### config.mk
export PLATFORM = sky130hd
export DESIGN_NAME = omegaTop
export DESIGN_NICKNAME = d
export VERILOG_FILES = /design/src/common/omegaPkg.sv /design/src/verilog/omegaTop.sv /design/src/verilog/omegaNet.sv /design/src/switch/streamSwitch.sv /design/src/verilog/spillStage.sv /design/src/verilog/rrArbiter.sv
export SDC_FILE = /design/constraint.sdc
export NUM_CORES = 1
export LEC_CHECK = 0
export BUFFER_PORTS_ARGS = -buffer_cell sky130_fd_sc_hd__buf_2
export CORE_ASPECT_RATIO = 0.75
export CORE_MARGIN = 8
export CORE_UTILIZATION = 35
export CTS_BUF_LIST = sky130_fd_sc_hd__clkbuf_4
export DETAILED_ROUTE_END_ITERATION = 6
export GPL_ROUTABILITY_DRIVEN = 0
export SLEW_MARGIN = 20
export SYNTH_ARGS = -nofsm -noshare
export SYNTH_HDL_FRONTEND = slang
export SYNTH_SLANG_ARGS = --single-unit
### constraint.sdc
create_clock -name clk_i -period 5.45 [get_ports clk_i]
set_input_delay 1.09 -clock clk_i [delete_from_list [all_inputs] [get_ports clk_i]]
set_output_delay 1.09 -clock clk_i [all_outputs]
set_load 0.02 [all_outputs]
### src/common/omegaPkg.sv
// Shared constants and types for the 8-by-8 omega network.
// The network is fixed at radix 2 with three levels.
// NumPorts must stay a power of Radix for the shuffle wiring to hold.
// Flits carry the full destination so each level can pick its own bit.
package omegaPkg;

  // Number of network inputs and outputs.
  localparam int unsigned NumPorts = 8;

  // Ports per switch. The routing logic assumes one destination bit per level.
  localparam int unsigned Radix = 2;

  // Number of switch levels, log2 of NumPorts.
  localparam int unsigned NumLevels = 3;

  // Switches in each level.
  localparam int unsigned NumSwitches = NumPorts / Radix;

  // Width of the user payload in bits.
  localparam int unsigned DataWidth = 16;

  // Port number, used for both the destination and the source index.
  typedef logic [$clog2(NumPorts)-1:0] portIdx_t;

  // User payload as seen at the network boundary.
  typedef logic [DataWidth-1:0] payload_t;

  // Packet as it travels between the switch levels.
  // The destination sits in the upper bits, the source index in the lower bits.
  typedef struct packed {
    portIdx_t dst;
    payload_t payload;
    portIdx_t src;
  } flit_t;

endpackage
### src/verilog/omegaTop.sv
`timescale 1ns/1ps
// Top level of the 8-by-8 omega network with per-port buses.
// Each flit is tagged with its input index, returned on src_o.
// Idle latency is three cycles; contention and stalls add to it.
module omegaTop
  import omegaPkg::*;
(
  input  logic                    clk_i,
  input  logic                    arstN_i,
  input  payload_t [NumPorts-1:0] payload_i,
  input  portIdx_t [NumPorts-1:0] dst_i,
  input  logic     [NumPorts-1:0] valid_i,
  output logic     [NumPorts-1:0] ready_o,
  output payload_t [NumPorts-1:0] payload_o,
  output portIdx_t [NumPorts-1:0] src_o,
  output logic     [NumPorts-1:0] valid_o,
  input  logic     [NumPorts-1:0] ready_i
);

  flit_t [NumPorts-1:0] inFlit, outFlit;

  // Pack at the inputs and unpack at the outputs.
  for (genvar i = 0; i < NumPorts; i++) begin : genPorts
    assign inFlit[i]    = '{dst: dst_i[i], payload: payload_i[i], src: portIdx_t'(i)};
    assign payload_o[i] = outFlit[i].payload;
    assign src_o[i]     = outFlit[i].src;
  end

  omegaNet uNet (
    .clk_i,
    .arstN_i,
    .inData_i   (inFlit),
    .inValid_i  (valid_i),
    .inReady_o  (ready_o),
    .outData_o  (outFlit),
    .outValid_o (valid_o),
    .outReady_i (ready_i)
  );

endmodule

### src/verilog/omegaNet.sv
`timescale 1ns/1ps
// Three-level omega network of 2-by-2 stream switches.
// A perfect shuffle precedes every level, the first one included.
// Inputs enter in reversed lane order, outputs leave in lane order.
// The topology blocks, so latency grows under contention.
module omegaNet
  import omegaPkg::*;
(
  input  logic                 clk_i,
  input  logic                 arstN_i,
  input  flit_t [NumPorts-1:0] inData_i,
  input  logic  [NumPorts-1:0] inValid_i,
  output logic  [NumPorts-1:0] inReady_o,
  output flit_t [NumPorts-1:0] outData_o,
  output logic  [NumPorts-1:0] outValid_o,
  input  logic  [NumPorts-1:0] outReady_i
);

  // Switch ports, indexed [level][switch][port].
  flit_t [NumLevels-1:0][NumSwitches-1:0][Radix-1:0] swInData;
  logic  [NumLevels-1:0][NumSwitches-1:0][Radix-1:0] swInValid, swInReady;
  flit_t [NumLevels-1:0][NumSwitches-1:0][Radix-1:0] swOutData;
  logic  [NumLevels-1:0][NumSwitches-1:0][Radix-1:0] swOutValid, swOutReady;

  // Injection. Lane l is fed by input NumPorts-1-l and is shuffled onto
  // switch l mod NumSwitches, port l div NumSwitches.
  for (genvar lane = 0; lane < NumPorts; lane++) begin : genInject
    localparam int unsigned InIdx = NumPorts - 1 - lane;
    assign swInData[0][lane % NumSwitches][lane / NumSwitches]  = inData_i[InIdx];
    assign swInValid[0][lane % NumSwitches][lane / NumSwitches] = inValid_i[InIdx];
    assign inReady_o[InIdx] = swInReady[0][lane % NumSwitches][lane / NumSwitches];
  end

  // Perfect shuffle between consecutive levels.
  // Output port k of switch j is lane 2j+k of its level.
  for (genvar lv = 0; lv < NumLevels - 1; lv++) begin : genShuffle
    for (genvar j = 0; j < NumSwitches; j++) begin : genSw
      for (genvar k = 0; k < Radix; k++) begin : genPort
        localparam int unsigned Lane = Radix * j + k;
        assign swInData[lv+1][Lane % NumSwitches][Lane / NumSwitches]  = swOutData[lv][j][k];
        assign swInValid[lv+1][Lane % NumSwitches][Lane / NumSwitches] = swOutValid[lv][j][k];
        // Ready runs the same link backwards.
        assign swOutReady[lv][j][k] = swInReady[lv+1][Lane % NumSwitches][Lane / NumSwitches];
      end
    end
  end

  // Switch array. Each level routes by its own destination bit.
  for (genvar lv = 0; lv < NumLevels; lv++) begin : genLevel
    for (genvar j = 0; j < NumSwitches; j++) begin : genSwitch
      streamSwitch #(
        .Level (lv)
      ) uSwitch (
        .clk_i,
        .arstN_i,
        .inData_i   (swInData[lv][j]),
        .inValid_i  (swInValid[lv][j]),
        .inReady_o  (swInReady[lv][j]),
        .outData_o  (swOutData[lv][j]),
        .outValid_o (swOutValid[lv][j]),
        .outReady_i (swOutReady[lv][j])
      );
    end
  end

  // Ejection. Output o is port o mod 2 of switch o div 2 in the last level.
  for (genvar o = 0; o < NumPorts; o++) begin : genEject
    assign outData_o[o]  = swOutData[NumLevels-1][o / Radix][o % Radix];
    assign outValid_o[o] = swOutValid[NumLevels-1][o / Radix][o % Radix];
    assign swOutReady[NumLevels-1][o / Radix][o % Radix] = outReady_i[o];
  end

endmodule

### src/switch/streamSwitch.sv
`timescale 1ns/1ps
// 2-by-2 stream switch for one level of the omega network.
// Each flit is steered by one destination bit, the MSB at level 0.
// Every output is registered, so a flit needs exactly one cycle to pass.
// Inputs must hold valid and data until accepted.
module streamSwitch
  import omegaPkg::*;
#(
  parameter int unsigned Level = 0
) (
  input  logic              clk_i,
  input  logic              arstN_i,
  input  flit_t [Radix-1:0] inData_i,
  input  logic  [Radix-1:0] inValid_i,
  output logic  [Radix-1:0] inReady_o,
  output flit_t [Radix-1:0] outData_o,
  output logic  [Radix-1:0] outValid_o,
  input  logic  [Radix-1:0] outReady_i
);

  // Destination bit this level routes by.
  localparam int unsigned RouteBit = NumLevels - 1 - Level;

  // Request and grant matrices are indexed [output][input].
  logic [Radix-1:0][Radix-1:0] req;
  logic [Radix-1:0][Radix-1:0] gnt;
  // Ready of each output spill stage.
  logic [Radix-1:0]            spillReady;

  for (genvar o = 0; o < Radix; o++) begin : genOut
    // Winner flit and its valid, as offered to the spill stage.
    flit_t muxData;
    logic  muxValid;

    // An input requests this output when its routing bit names it.
    for (genvar k = 0; k < Radix; k++) begin : genReq
      assign req[o][k] = inValid_i[k] && (inData_i[k].dst[RouteBit] == 1'(o));
    end

    // The arbiter is released once the spill stage takes the winner.
    rrArbiter uArb (
      .clk_i,
      .arstN_i,
      .req_i    (req[o]),
      .accept_i (muxValid && spillReady[o]),
      .gnt_o    (gnt[o])
    );

    // One-hot grant selects the flit for this output.
    always_comb begin
      muxData = '0;
      for (int k = 0; k < Radix; k++) begin
        if (gnt[o][k]) muxData = inData_i[k];
      end
    end

    assign muxValid = |(req[o] & gnt[o]);

    // The spill stage gives the output its register and holds it stable
    // while the next level stalls.
    spillStage #(
      .item_t (flit_t)
    ) uSpill (
      .clk_i,
      .arstN_i,
      .data_i  (muxData),
      .valid_i (muxValid),
      .ready_o (spillReady[o]),
      .data_o  (outData_o[o]),
      .valid_o (outValid_o[o]),
      .ready_i (outReady_i[o])
    );
  end

  // An idle input shows ready. An input that offers a flit is ready only
  // when it holds the grant of an output whose spill stage can take the
  // flit this cycle.
  always_comb begin
    inReady_o = ~inValid_i;
    for (int o = 0; o < Radix; o++) begin
      for (int k = 0; k < Radix; k++) begin
        if (gnt[o][k] && spillReady[o]) inReady_o[k] = 1'b1;
      end
    end
  end

endmodule

### src/verilog/spillStage.sv
`timescale 1ns/1ps
// Two-entry register slice for valid/ready streams.
// Both valid and ready are registered, so no combinational path crosses it.
// Throughput is one item per cycle while the downstream side is ready.
module spillStage #(
  parameter type item_t = logic
) (
  input  logic  clk_i,
  input  logic  arstN_i,
  input  item_t data_i,
  input  logic  valid_i,
  output logic  ready_o,
  output item_t data_o,
  output logic  valid_o,
  input  logic  ready_i
);

  // Entry A is presented at the output, entry B catches the skid.
  item_t aData, bData;
  logic  aFull, bFull;
  logic  accept, drain, aLoad, bLoad, aFromB;

  assign accept = valid_i && ready_o;
  assign drain  = aFull && ready_i;

  // New data goes to A if it is free or being emptied, otherwise to B.
  // B can only be loaded while it is empty, since ready_o is low when full.
  assign aLoad  = accept && (!aFull || drain);
  assign bLoad  = accept && aFull && !drain;
  assign aFromB = bFull && drain;

  always_ff @(posedge clk_i or negedge arstN_i) begin
    if (!arstN_i) begin
      aFull <= 1'b0;
      bFull <= 1'b0;
    end else begin
      if (aLoad || aFromB) aFull <= 1'b1;
      else if (drain)      aFull <= 1'b0;
      if (bLoad)       bFull <= 1'b1;
      else if (aFromB) bFull <= 1'b0;
    end
  end

  always_ff @(posedge clk_i) begin
    if (aFromB)     aData <= bData;
    else if (aLoad) aData <= data_i;
    if (bLoad) bData <= data_i;
  end

  assign ready_o = !bFull;
  assign valid_o = aFull;
  assign data_o  = aData;

endmodule

### src/verilog/rrArbiter.sv
`timescale 1ns/1ps
// Round-robin arbiter for one switch output.
// Grants are combinational and follow req_i in the same cycle.
// A grant stays locked until accept_i, so a granted request must stay high
// until it is served, which stream valid rules already guarantee.
module rrArbiter
  import omegaPkg::*;
(
  input  logic             clk_i,
  input  logic             arstN_i,
  input  logic [Radix-1:0] req_i,
  input  logic             accept_i,
  output logic [Radix-1:0] gnt_o
);

  // Index of the last requester that completed a transfer.
  logic [$clog2(Radix)-1:0] lastIdx;
  // Grant held over from a cycle where the winner was not accepted.
  logic                     lockActive;
  logic [Radix-1:0]         lockGnt;
  logic [$clog2(Radix)-1:0] lockIdx;
  // Fresh round-robin choice and its index.
  logic [Radix-1:0]         rrGnt;
  logic [$clog2(Radix)-1:0] rrIdx;
  logic [$clog2(Radix)-1:0] winIdx;

  // Search starts one past the last winner and wraps around.
  // The first active request found wins.
  always_comb begin : rrPick
    int unsigned cand;
    rrGnt = '0;
    rrIdx = lastIdx;
    for (int unsigned off = 1; off <= Radix; off++) begin
      cand = (int'(lastIdx) + off) % Radix;
      if (req_i[cand] && (rrGnt == '0)) begin
        rrGnt[cand] = 1'b1;
        rrIdx = cand[$clog2(Radix)-1:0];
      end
    end
  end

  // A locked grant overrides the fresh choice until it is accepted.
  assign gnt_o  = lockActive ? lockGnt : rrGnt;
  assign winIdx = lockActive ? lockIdx : rrIdx;

  // The pointer moves only on acceptance, which keeps the order fair.
  always_ff @(posedge clk_i or negedge arstN_i) begin
    if (!arstN_i) begin
      lastIdx    <= $clog2(Radix)'(Radix - 1);
      lockActive <= 1'b0;
      lockGnt    <= '0;
      lockIdx    <= '0;
    end else if (gnt_o != '0) begin
      if (accept_i) begin
        lockActive <= 1'b0;
        lastIdx    <= winIdx;
      end else begin
        lockActive <= 1'b1;
        lockGnt    <= gnt_o;
        lockIdx    <= winIdx;
      end
    end
  end

endmodule

==> metrics.md, run 1 <==
| Metric | Value |
|---|---|
| Post-CTS Repair Setup Buffers | 0 |
| CTS tree | yes |
| Antenna violation net count after detailed routing | 0 |
| Setup TNS | 0 ns |
| Vias | approximately 32000 |
| Initial core utilization | a little over a third |
| # H-tree levels | 5 |
| Yosys reg bits | 1100 |
| Post-Route Skew | about 0.11 ns |
| Rel. slew slack | roughly a quarter |
| Number of buffers created by CTS | ~300 |
| Mapped Area | ~50000 um^2 |
| Setup violations, final | 0 |
| Hpwl dp | slightly above 100000 um |
| Max clock buf depth | 4 |
| Slew Limit Fails | 0 |
| RSZ-0062 raised after global routing | false |
| Status | complete, no violations |
| Worst Setup End Kind | output pin |
| Clock Pin Slew Worst Setup and Hold Paths | around 0.06 ns |
| Leak | about 21 nW |
| DP Area | 52300 um^2 |
| Max IR drop VDD | roughly 0.28 mV |
| Period Utilization, post-route | 85.7% |
| Die Span X | between 400 and 500 um |
| Prevailing post-synth register cell | edfxtp_1 |
| Vias in the first global route | about 31000 |
| Synthesized netlist cell count | around 3500 |
| Row Count | roughly 120 |
| Skew-Pair Late Insertion Delay | about 1.3 ns |
| Max-cap viol count | 0 |
| Pre-CTS setup slack | 1.02 ns |
| Non-Filler Instances | 6128 |
| Final hold vios | 0 |
| DRC Markers | 0 |
| IO Pins | 338 |
| CP max-delay cell | a22o_1 |
| Vias per cell | around 5.3 |
| Min Tclk post-route | 4.67 ns |
| Yosys warns | 0 |
| Core area | about 140000 um^2 |
| First-pass GRT wire length | around 200000 um |
| Root buf cell | clkbuf_4 |
| GR Layer Usage met2 | 26.1% |
| Initial antenna violation count | 76 |
| Die Area | ~150000 um^2 |
| GRT Overall Usage | approximately 18% |
| Grt ovf | 0 |
| Critical path's top delay family | compound AO/OA/AOI/OAI gates |
| Iteration-0 DRC Markers | around 3200 |
| Crit start category | flip-flop |
| Final #Nets | roughly 4200 |
| Per-cell routed wire length | ~23 um |
| Routed wire length | around 140000 um |
| Post-route cell area | 56300 um^2 |
| Met1 GRT Util | 25.7% |
| Crit Path Max Fanout | 19 |
| Sequential share of the synthesized area | between 60% and 70% |
| Die Ht | approximately 340 um |
| Syn nets | around 3700 |
| Final worst setup slack | roughly 0.8 ns |
| Number of port buffers | around 340 |
| Area grow syn2layout | 15.8% |
| Post-Syn Area per Cell | approximately 14 um^2 |
| Cell variety after synth | 76 |
| Highest clock rate | about 210 MHz |
| Critical Path, Cell by Cell | nor2_1 > a22o_1 > inv_1 > o221ai_1 > buf_2 |
| Met3 Usage GRT | under 10% |
| Buf/Inv on CP | 2 |
| Drt first pass iters | 6 |
| Async SR Flop Fraction | 15.3% |
| Most used routing layer | met2 |
| Largest net degree at the start of global routing | ~110 |
| Post-synth EDFFs | roughly 930 |
| Pwr dens | around 740 nW/um^2 |
| Cells after DPL | approximately 5600 |
| Worst endpoint required time | 4.36 ns |
| Share of layout cells above drive strength 1 | between 30% and 40% |
| Setup CP Type | flip-flop to output pin |
| Hold Path Class | input port to flip-flop |
| Slew @ Worst Pin | 1.10 ns |
| Data arrival, critical path | approximately 3.6 ns |
| Slowest stage delay, CP | between 0.7 and 0.8 ns |
| CTS Sinks | 1100 |
-- cell type report --
type / instances / area, um^2
antenna: 31 / 77.6
inverter: 46 / 173
multi-input combinational: 2160 / 15500
timing repair buffer: 407 / 2250
tap: 1860 / 2330
sequential: 1100 / 32200
fill: 13000 / 81600
clock buffer: 444 / 3330
clock inverter: 80 / 365
-- sequential cells by signal, summed over array words and instances (netlist names) --
name,cells
uNet.genLevel.genSwitch.uSwitch.genOut.uSpill.bFull,24
uNet.genLevel.genSwitch.uSwitch.genOut.uSpill.valid_o,24
uNet.genLevel.genSwitch.uSwitch.genOut.uArb.lockIdx,24
uNet.genLevel.genSwitch.uSwitch.genOut.uArb.lockGnt,48
uNet.genLevel.genSwitch.uSwitch.genOut.uSpill.bData,466
uNet.genLevel.genSwitch.uSwitch.genOut.uSpill.data_o,466
uNet.genLevel.genSwitch.uSwitch.genOut.uArb.lockActive,24
uNet.genLevel.genSwitch.uSwitch.genOut.uArb.lastIdx,24
-- placed cells by master (no fill, tap or decap), types with 15 or more instances in the layout --
cell | netlist | final
a21o_1 | 21 | 21
a21oi_1 | 91 | 87
a22o_1 | 321 | 321
a22oi_1 | 20 | 20
buf_2 | 63 | 336
buf_4 | 18 | 61
clkbuf_4 | 0 | 444
clkinv_1 | 0 | 62
dfrtp_1 | 144 | 144
dfstp_2 | 24 | 24
diode_2 | 0 | 31
edfxtp_1 | 932 | 932
inv_1 | 46 | 46
mux2_2 | 286 | 286
mux2_4 | 20 | 20
mux2i_1 | 152 | 152
nand2_1 | 305 | 305
nand2b_1 | 54 | 54
nand3_1 | 45 | 44
nand3b_1 | 16 | 16
nor2_1 | 268 | 263
nor2b_1 | 40 | 39
nor3_1 | 22 | 19
o21ai_0 | 232 | 229
o221ai_1 | 15 | 15
o31ai_1 | 24 | 19
-- cell usage after synthesis, drive strengths merged (24+ instances only) --
cell	n	area share, %
buf	92	1.1
clkbuf	126	0.98
mux2	316	7.5
inv	46	0.36
dfstp	24	1.3
nor2	268	2.1
nand2	305	2.4
o31ai	26	0.44
nor2b	41	0.54
edfxtp	932	58
nand3	52	0.64
nand2b	54	0.69
a21oi	92	0.95
dfrtp	144	7.4
o21ai	241	2.5
mux2i	152	3.1
a22o	321	5.8
-- through the flow --
step           utilization (%)  power, mW  hold slack [ns]
2_1_floorplan                -       28.2            0.463
3_5_place_dp              37.9       34.3            0.482
3_3_place_gp              37.9       34.1            0.477
4_1_cts                   40.7       41.9          0.00180
5_1_grt                   40.8       44.2           0.0972
6_report                  40.8       41.8            0.172
-- cells by family after synthesis --
logic type | Yosys count | synth area share, %
flip-flops | 1100 | 66.3
AO/OA/AOI/OAI | 861 | 12.9
AND/OR/NAND/NOR | 831 | 7.81
multiplexers | 468 | 10.6
buffers and inverters | 264 | 2.42
-- metal layers --
metal / part of all wire, % / vias to the layer above
met4: 2.5 / 12
li1: - / 14600
met3: 8.4 / 297
met5: 0.050 / -
met2: 44 / 1360
met1: 45 / 16000
-- where the power goes --
part / internal, mW / switching [mW]
Combinational: 5.95 / 10.4
Clock: 3.82 / 3.53
Sequential: 15.3 / 2.82
-- final timing paths --
| check | startpoint | endpoint | slack (ns) | depth (start not counted) |
|---|---|---|---|---|
| max in group asynchronous | arstN_i | asynchronous set/reset pin | 3.77 | 3 |
| max | flip-flop | ready_o[2] | 0.78 | 5 |
| min reg2reg | flip-flop | flip-flop | 0.48 | 1 |
| min in group asynchronous | arstN_i | asynchronous set/reset pin | 0.50 | 2 |
| max reg2reg | flip-flop | flip-flop | 1.95 | 5 |
| min | ready_i[1] | flip-flop | 0.17 | 2 |
-- what timing repair did --
action,in CTS,in global routing
hold buffers,8,0
setup endpoints to repair,0,0
endpoints found under the hold margin,57,0
gates resized for setup,0,0
(Power assumes the default switching activity.)
==> run 2, diff against run 1 <==
--- a/config.mk
+++ b/config.mk
@@ -6,12 +6,13 @@
 export NUM_CORES = 1
 export LEC_CHECK = 0
 export BUFFER_PORTS_ARGS = -buffer_cell sky130_fd_sc_hd__buf_2
-export CORE_ASPECT_RATIO = 0.75
+export CORE_ASPECT_RATIO = 1.4
 export CORE_MARGIN = 8
 export CORE_UTILIZATION = 35
 export CTS_BUF_LIST = sky130_fd_sc_hd__clkbuf_4
 export DETAILED_ROUTE_END_ITERATION = 6
 export GPL_ROUTABILITY_DRIVEN = 0
+export PLACE_DENSITY = 0.5
 export SLEW_MARGIN = 20
 export SYNTH_ARGS = -nofsm -noshare
 export SYNTH_HDL_FRONTEND = slang
==> run 2 against run 1 <==
  * Final cell count decreased by 1.1%
  * Largest cell class unchanged
  * Critical path type unchanged
  * Sequential cell count unchanged
  * Setup slack improved by 0.36 ns
  * Non-clock buffer count increased by 8
  * Critical path depth unchanged
  * Largest power group unchanged
  * Core utilization decreased by 0.35 points
  * Critical endpoint unchanged
==> metrics.md, run 2 (synthesis gave the netlist of run 1 again) <==
| Metric | Value |
|---|---|
| Slew Limit Fails | 0 (unchanged) |
| Per-cell routed wire length | 24.1 um (+4.8%) |
| Skew-Pair Late Insertion Delay | 1.17 ns (-0.09 ns) |
| Hold Path Class | input port to flip-flop |
| Period Utilization, post-route | 79.1% (-6.6 points) |
| Non-Filler Instances | 6058 (-1.1%) |
| Crit start category | flip-flop |
| Final total power | 41.5 mW (-0.61%) |
| Pwr dens | 740 nW/um^2 (-0.28%) |
| Area grow syn2layout | 15.4% |
| Iteration-0 DRC Markers | 2562 (-19%) |
| Clock Pin Slew Worst Setup and Hold Paths | 0.06 ns (about the same) |
| Pre-CTS setup slack | 1.37 ns (+0.352 ns) |
| Vias per cell | 5.25 (-0.53%) |
| Setup CP Type | flip-flop to output pin |
| Final hold vios | 0 (unchanged) |
| Vias in the first global route | 32000 (+3.4%) |
| Final worst setup slack | 1.14 ns (+0.359 ns) |
| # H-tree levels | 5 (unchanged) |
| Grt ovf | 0 (unchanged) |
| Routed wire length | 146000 um (+3.6%) |
| Root buf cell | clkbuf_4 |
| Die Area | 151000 um^2 (about the same) |
| Met1 GRT Util | 23.6% (-2.0 points) |
| DRC Markers | 0 (unchanged) |
| Worst Setup End Kind | output pin |
| Leak | 21.4 nW (-0.13%) |
| Met3 Usage GRT | 5.79% (+0.84 points) |
| Cells after DPL | 5517 (-0.86%) |
| Post-Route Skew | 0.0740 ns (-0.0404 ns) |
| Final #Nets | 4190 (+0.072%) |
| RSZ-0062 raised after global routing | false |
| Max-cap viol count | 0 (unchanged) |
| Commonest cells after routing, fill and taps aside | 932 x edfxtp_1, 449 x clkbuf_4, 336 x buf_2 |
| Max IR drop VDD | 0.294 mV (+3.4%) |
| Slew @ Worst Pin | 1.10 ns (+0.000771 ns) |
| Post-CTS Resized | 0 (unchanged) |
| Hpwl dp | 107000 um (+4.9%) |
| GR Layer Usage met2 | 30.7% (+4.6 points) |
| Crit Path Max Fanout | 19 (unchanged) |
| Most used routing layer | met2 |
| Number of port buffers | 337 (unchanged) |
| IO Pins | 338 (unchanged) |
| GRT Overall Usage | 18.9% (+1.0 points) |
| Commonest non-fill, non-tap cell in the layout | edfxtp_1 |
| Core area | 139000 um^2 (+0.54%) |
| CP max-delay cell | a21o_1 |
| Rel. slew slack | 26.4% (-0.051 points) |
| Number of buffers created by CTS | 297 (-1.7%) |
| First-pass GRT wire length | 213000 um (+4.4%) |
| Max clock buf depth | 4 (unchanged) |
| Setup violations, final | 0 (unchanged) |
| Drt first pass iters | 6 (unchanged) |
| Row Count | 162 (+37%) |
| Status | complete, no violations |
| Initial antenna violation count | 47 (-38%) |
| CTS tree | yes |
| Antenna violation net count after detailed routing | 0 (unchanged) |
| Initial core utilization | 35.1% (-0.19 points) |
| Die Ht | 457 um (+35%) |
| Worst endpoint required time | 4.36 ns (about the same) |
| Fillers | 13300 (+2.1%) |
| CTS Sinks | 1100 (unchanged) |
| Largest net degree at the start of global routing | 62 (-43%) |
| Highest clock rate | 232 MHz (+8.3%) |
| Die Span X | 331 um (-26%) |
| Vias | 31800 (-1.7%) |
| Setup TNS | 0 ns (unchanged) |
| Share of layout cells above drive strength 1 | 30.3% (+0.18 points) |
| Min Tclk post-route | 4.31 ns (-0.359 ns) |
| Data arrival, critical path | 3.22 ns (-0.36 ns) |
| Critical Path, Cell by Cell | a211oi_1 > a21o_1 > inv_1 > o221ai_1 > buf_2 |
| Slowest stage delay, CP | 0.75 ns (about the same) |
==> run 2: metrics by stage <==
step                hold WS (ns)  instance area (um^2)  util (%)
floorplan                  0.463                 48600         -
global placement           0.482                 52300      37.7
detailed placement         0.489                 52300      37.7
CTS                       0.0107                 56000      40.4
global route               0.110                 56100      40.4
finish                     0.253                 56100      40.5
==> run 2: critical path, delay by kind of cell (launching register included) <==
family | cells | cell delay, ns
AO/OA/AOI/OAI | 3 | 1.21
buffers and inverters | 2 | 0.35
flip-flops | 1 | 0.50
==> run 2: cell type report <==
class | count | area [um^2] | share of cell area [%]
diodes | 29 | 72.6 | 0.129
clock buffers | 449 | 3370 | 6.01
clock inverters | 55 | 244 | 0.435
inverters | 46 | 173 | 0.308
multi-input cells | 2160 | 15500 | 27.6
flip-flops and latches | 1100 | 32200 | 57.4
well taps | 1804 | 2260 | 4.02
repair buffers | 415 | 2300 | 4.11
==> run 2: repair_timing <==
item,in CTS,in global routing
hold buffers,8,0
setup buffers,0,0
hold endpoints to repair,57,0
==> run 2: report_power, final <==
| part | internal (mW) | switching (mW) |
|---|---|---|
| clock network | 3.79 | 3.47 |
| registers | 15.3 | 2.81 |
| logic | 5.93 | 10.3 |
==> run 2: per-layer routing <==
| layer | up-vias | share of wire (%) |
|---|---|---|
| met5 | - | 0.15 |
| met2 | 976 | 48 |
| li1 | 14700 | - |
| met1 | 15900 | 42 |
| met3 | 263 | 7.2 |
| met4 | 32 | 2.7 |
==> run 2: path summary, 6_finish.rpt <==
check,start,endpoint,slack (ns),cells after the start
worst max-delay path,flip-flop,ready_o[2],1.14,5
worst min-delay path,ready_i[3],flip-flop,0.25,2
worst max register to register,flip-flop,flip-flop,2.10,5
worst min register to register,flip-flop,flip-flop,0.50,1
max in group asynchronous,arstN_i,asynchronous set/reset pin,3.74,3
min in group asynchronous,arstN_i,asynchronous set/reset pin,0.49,2
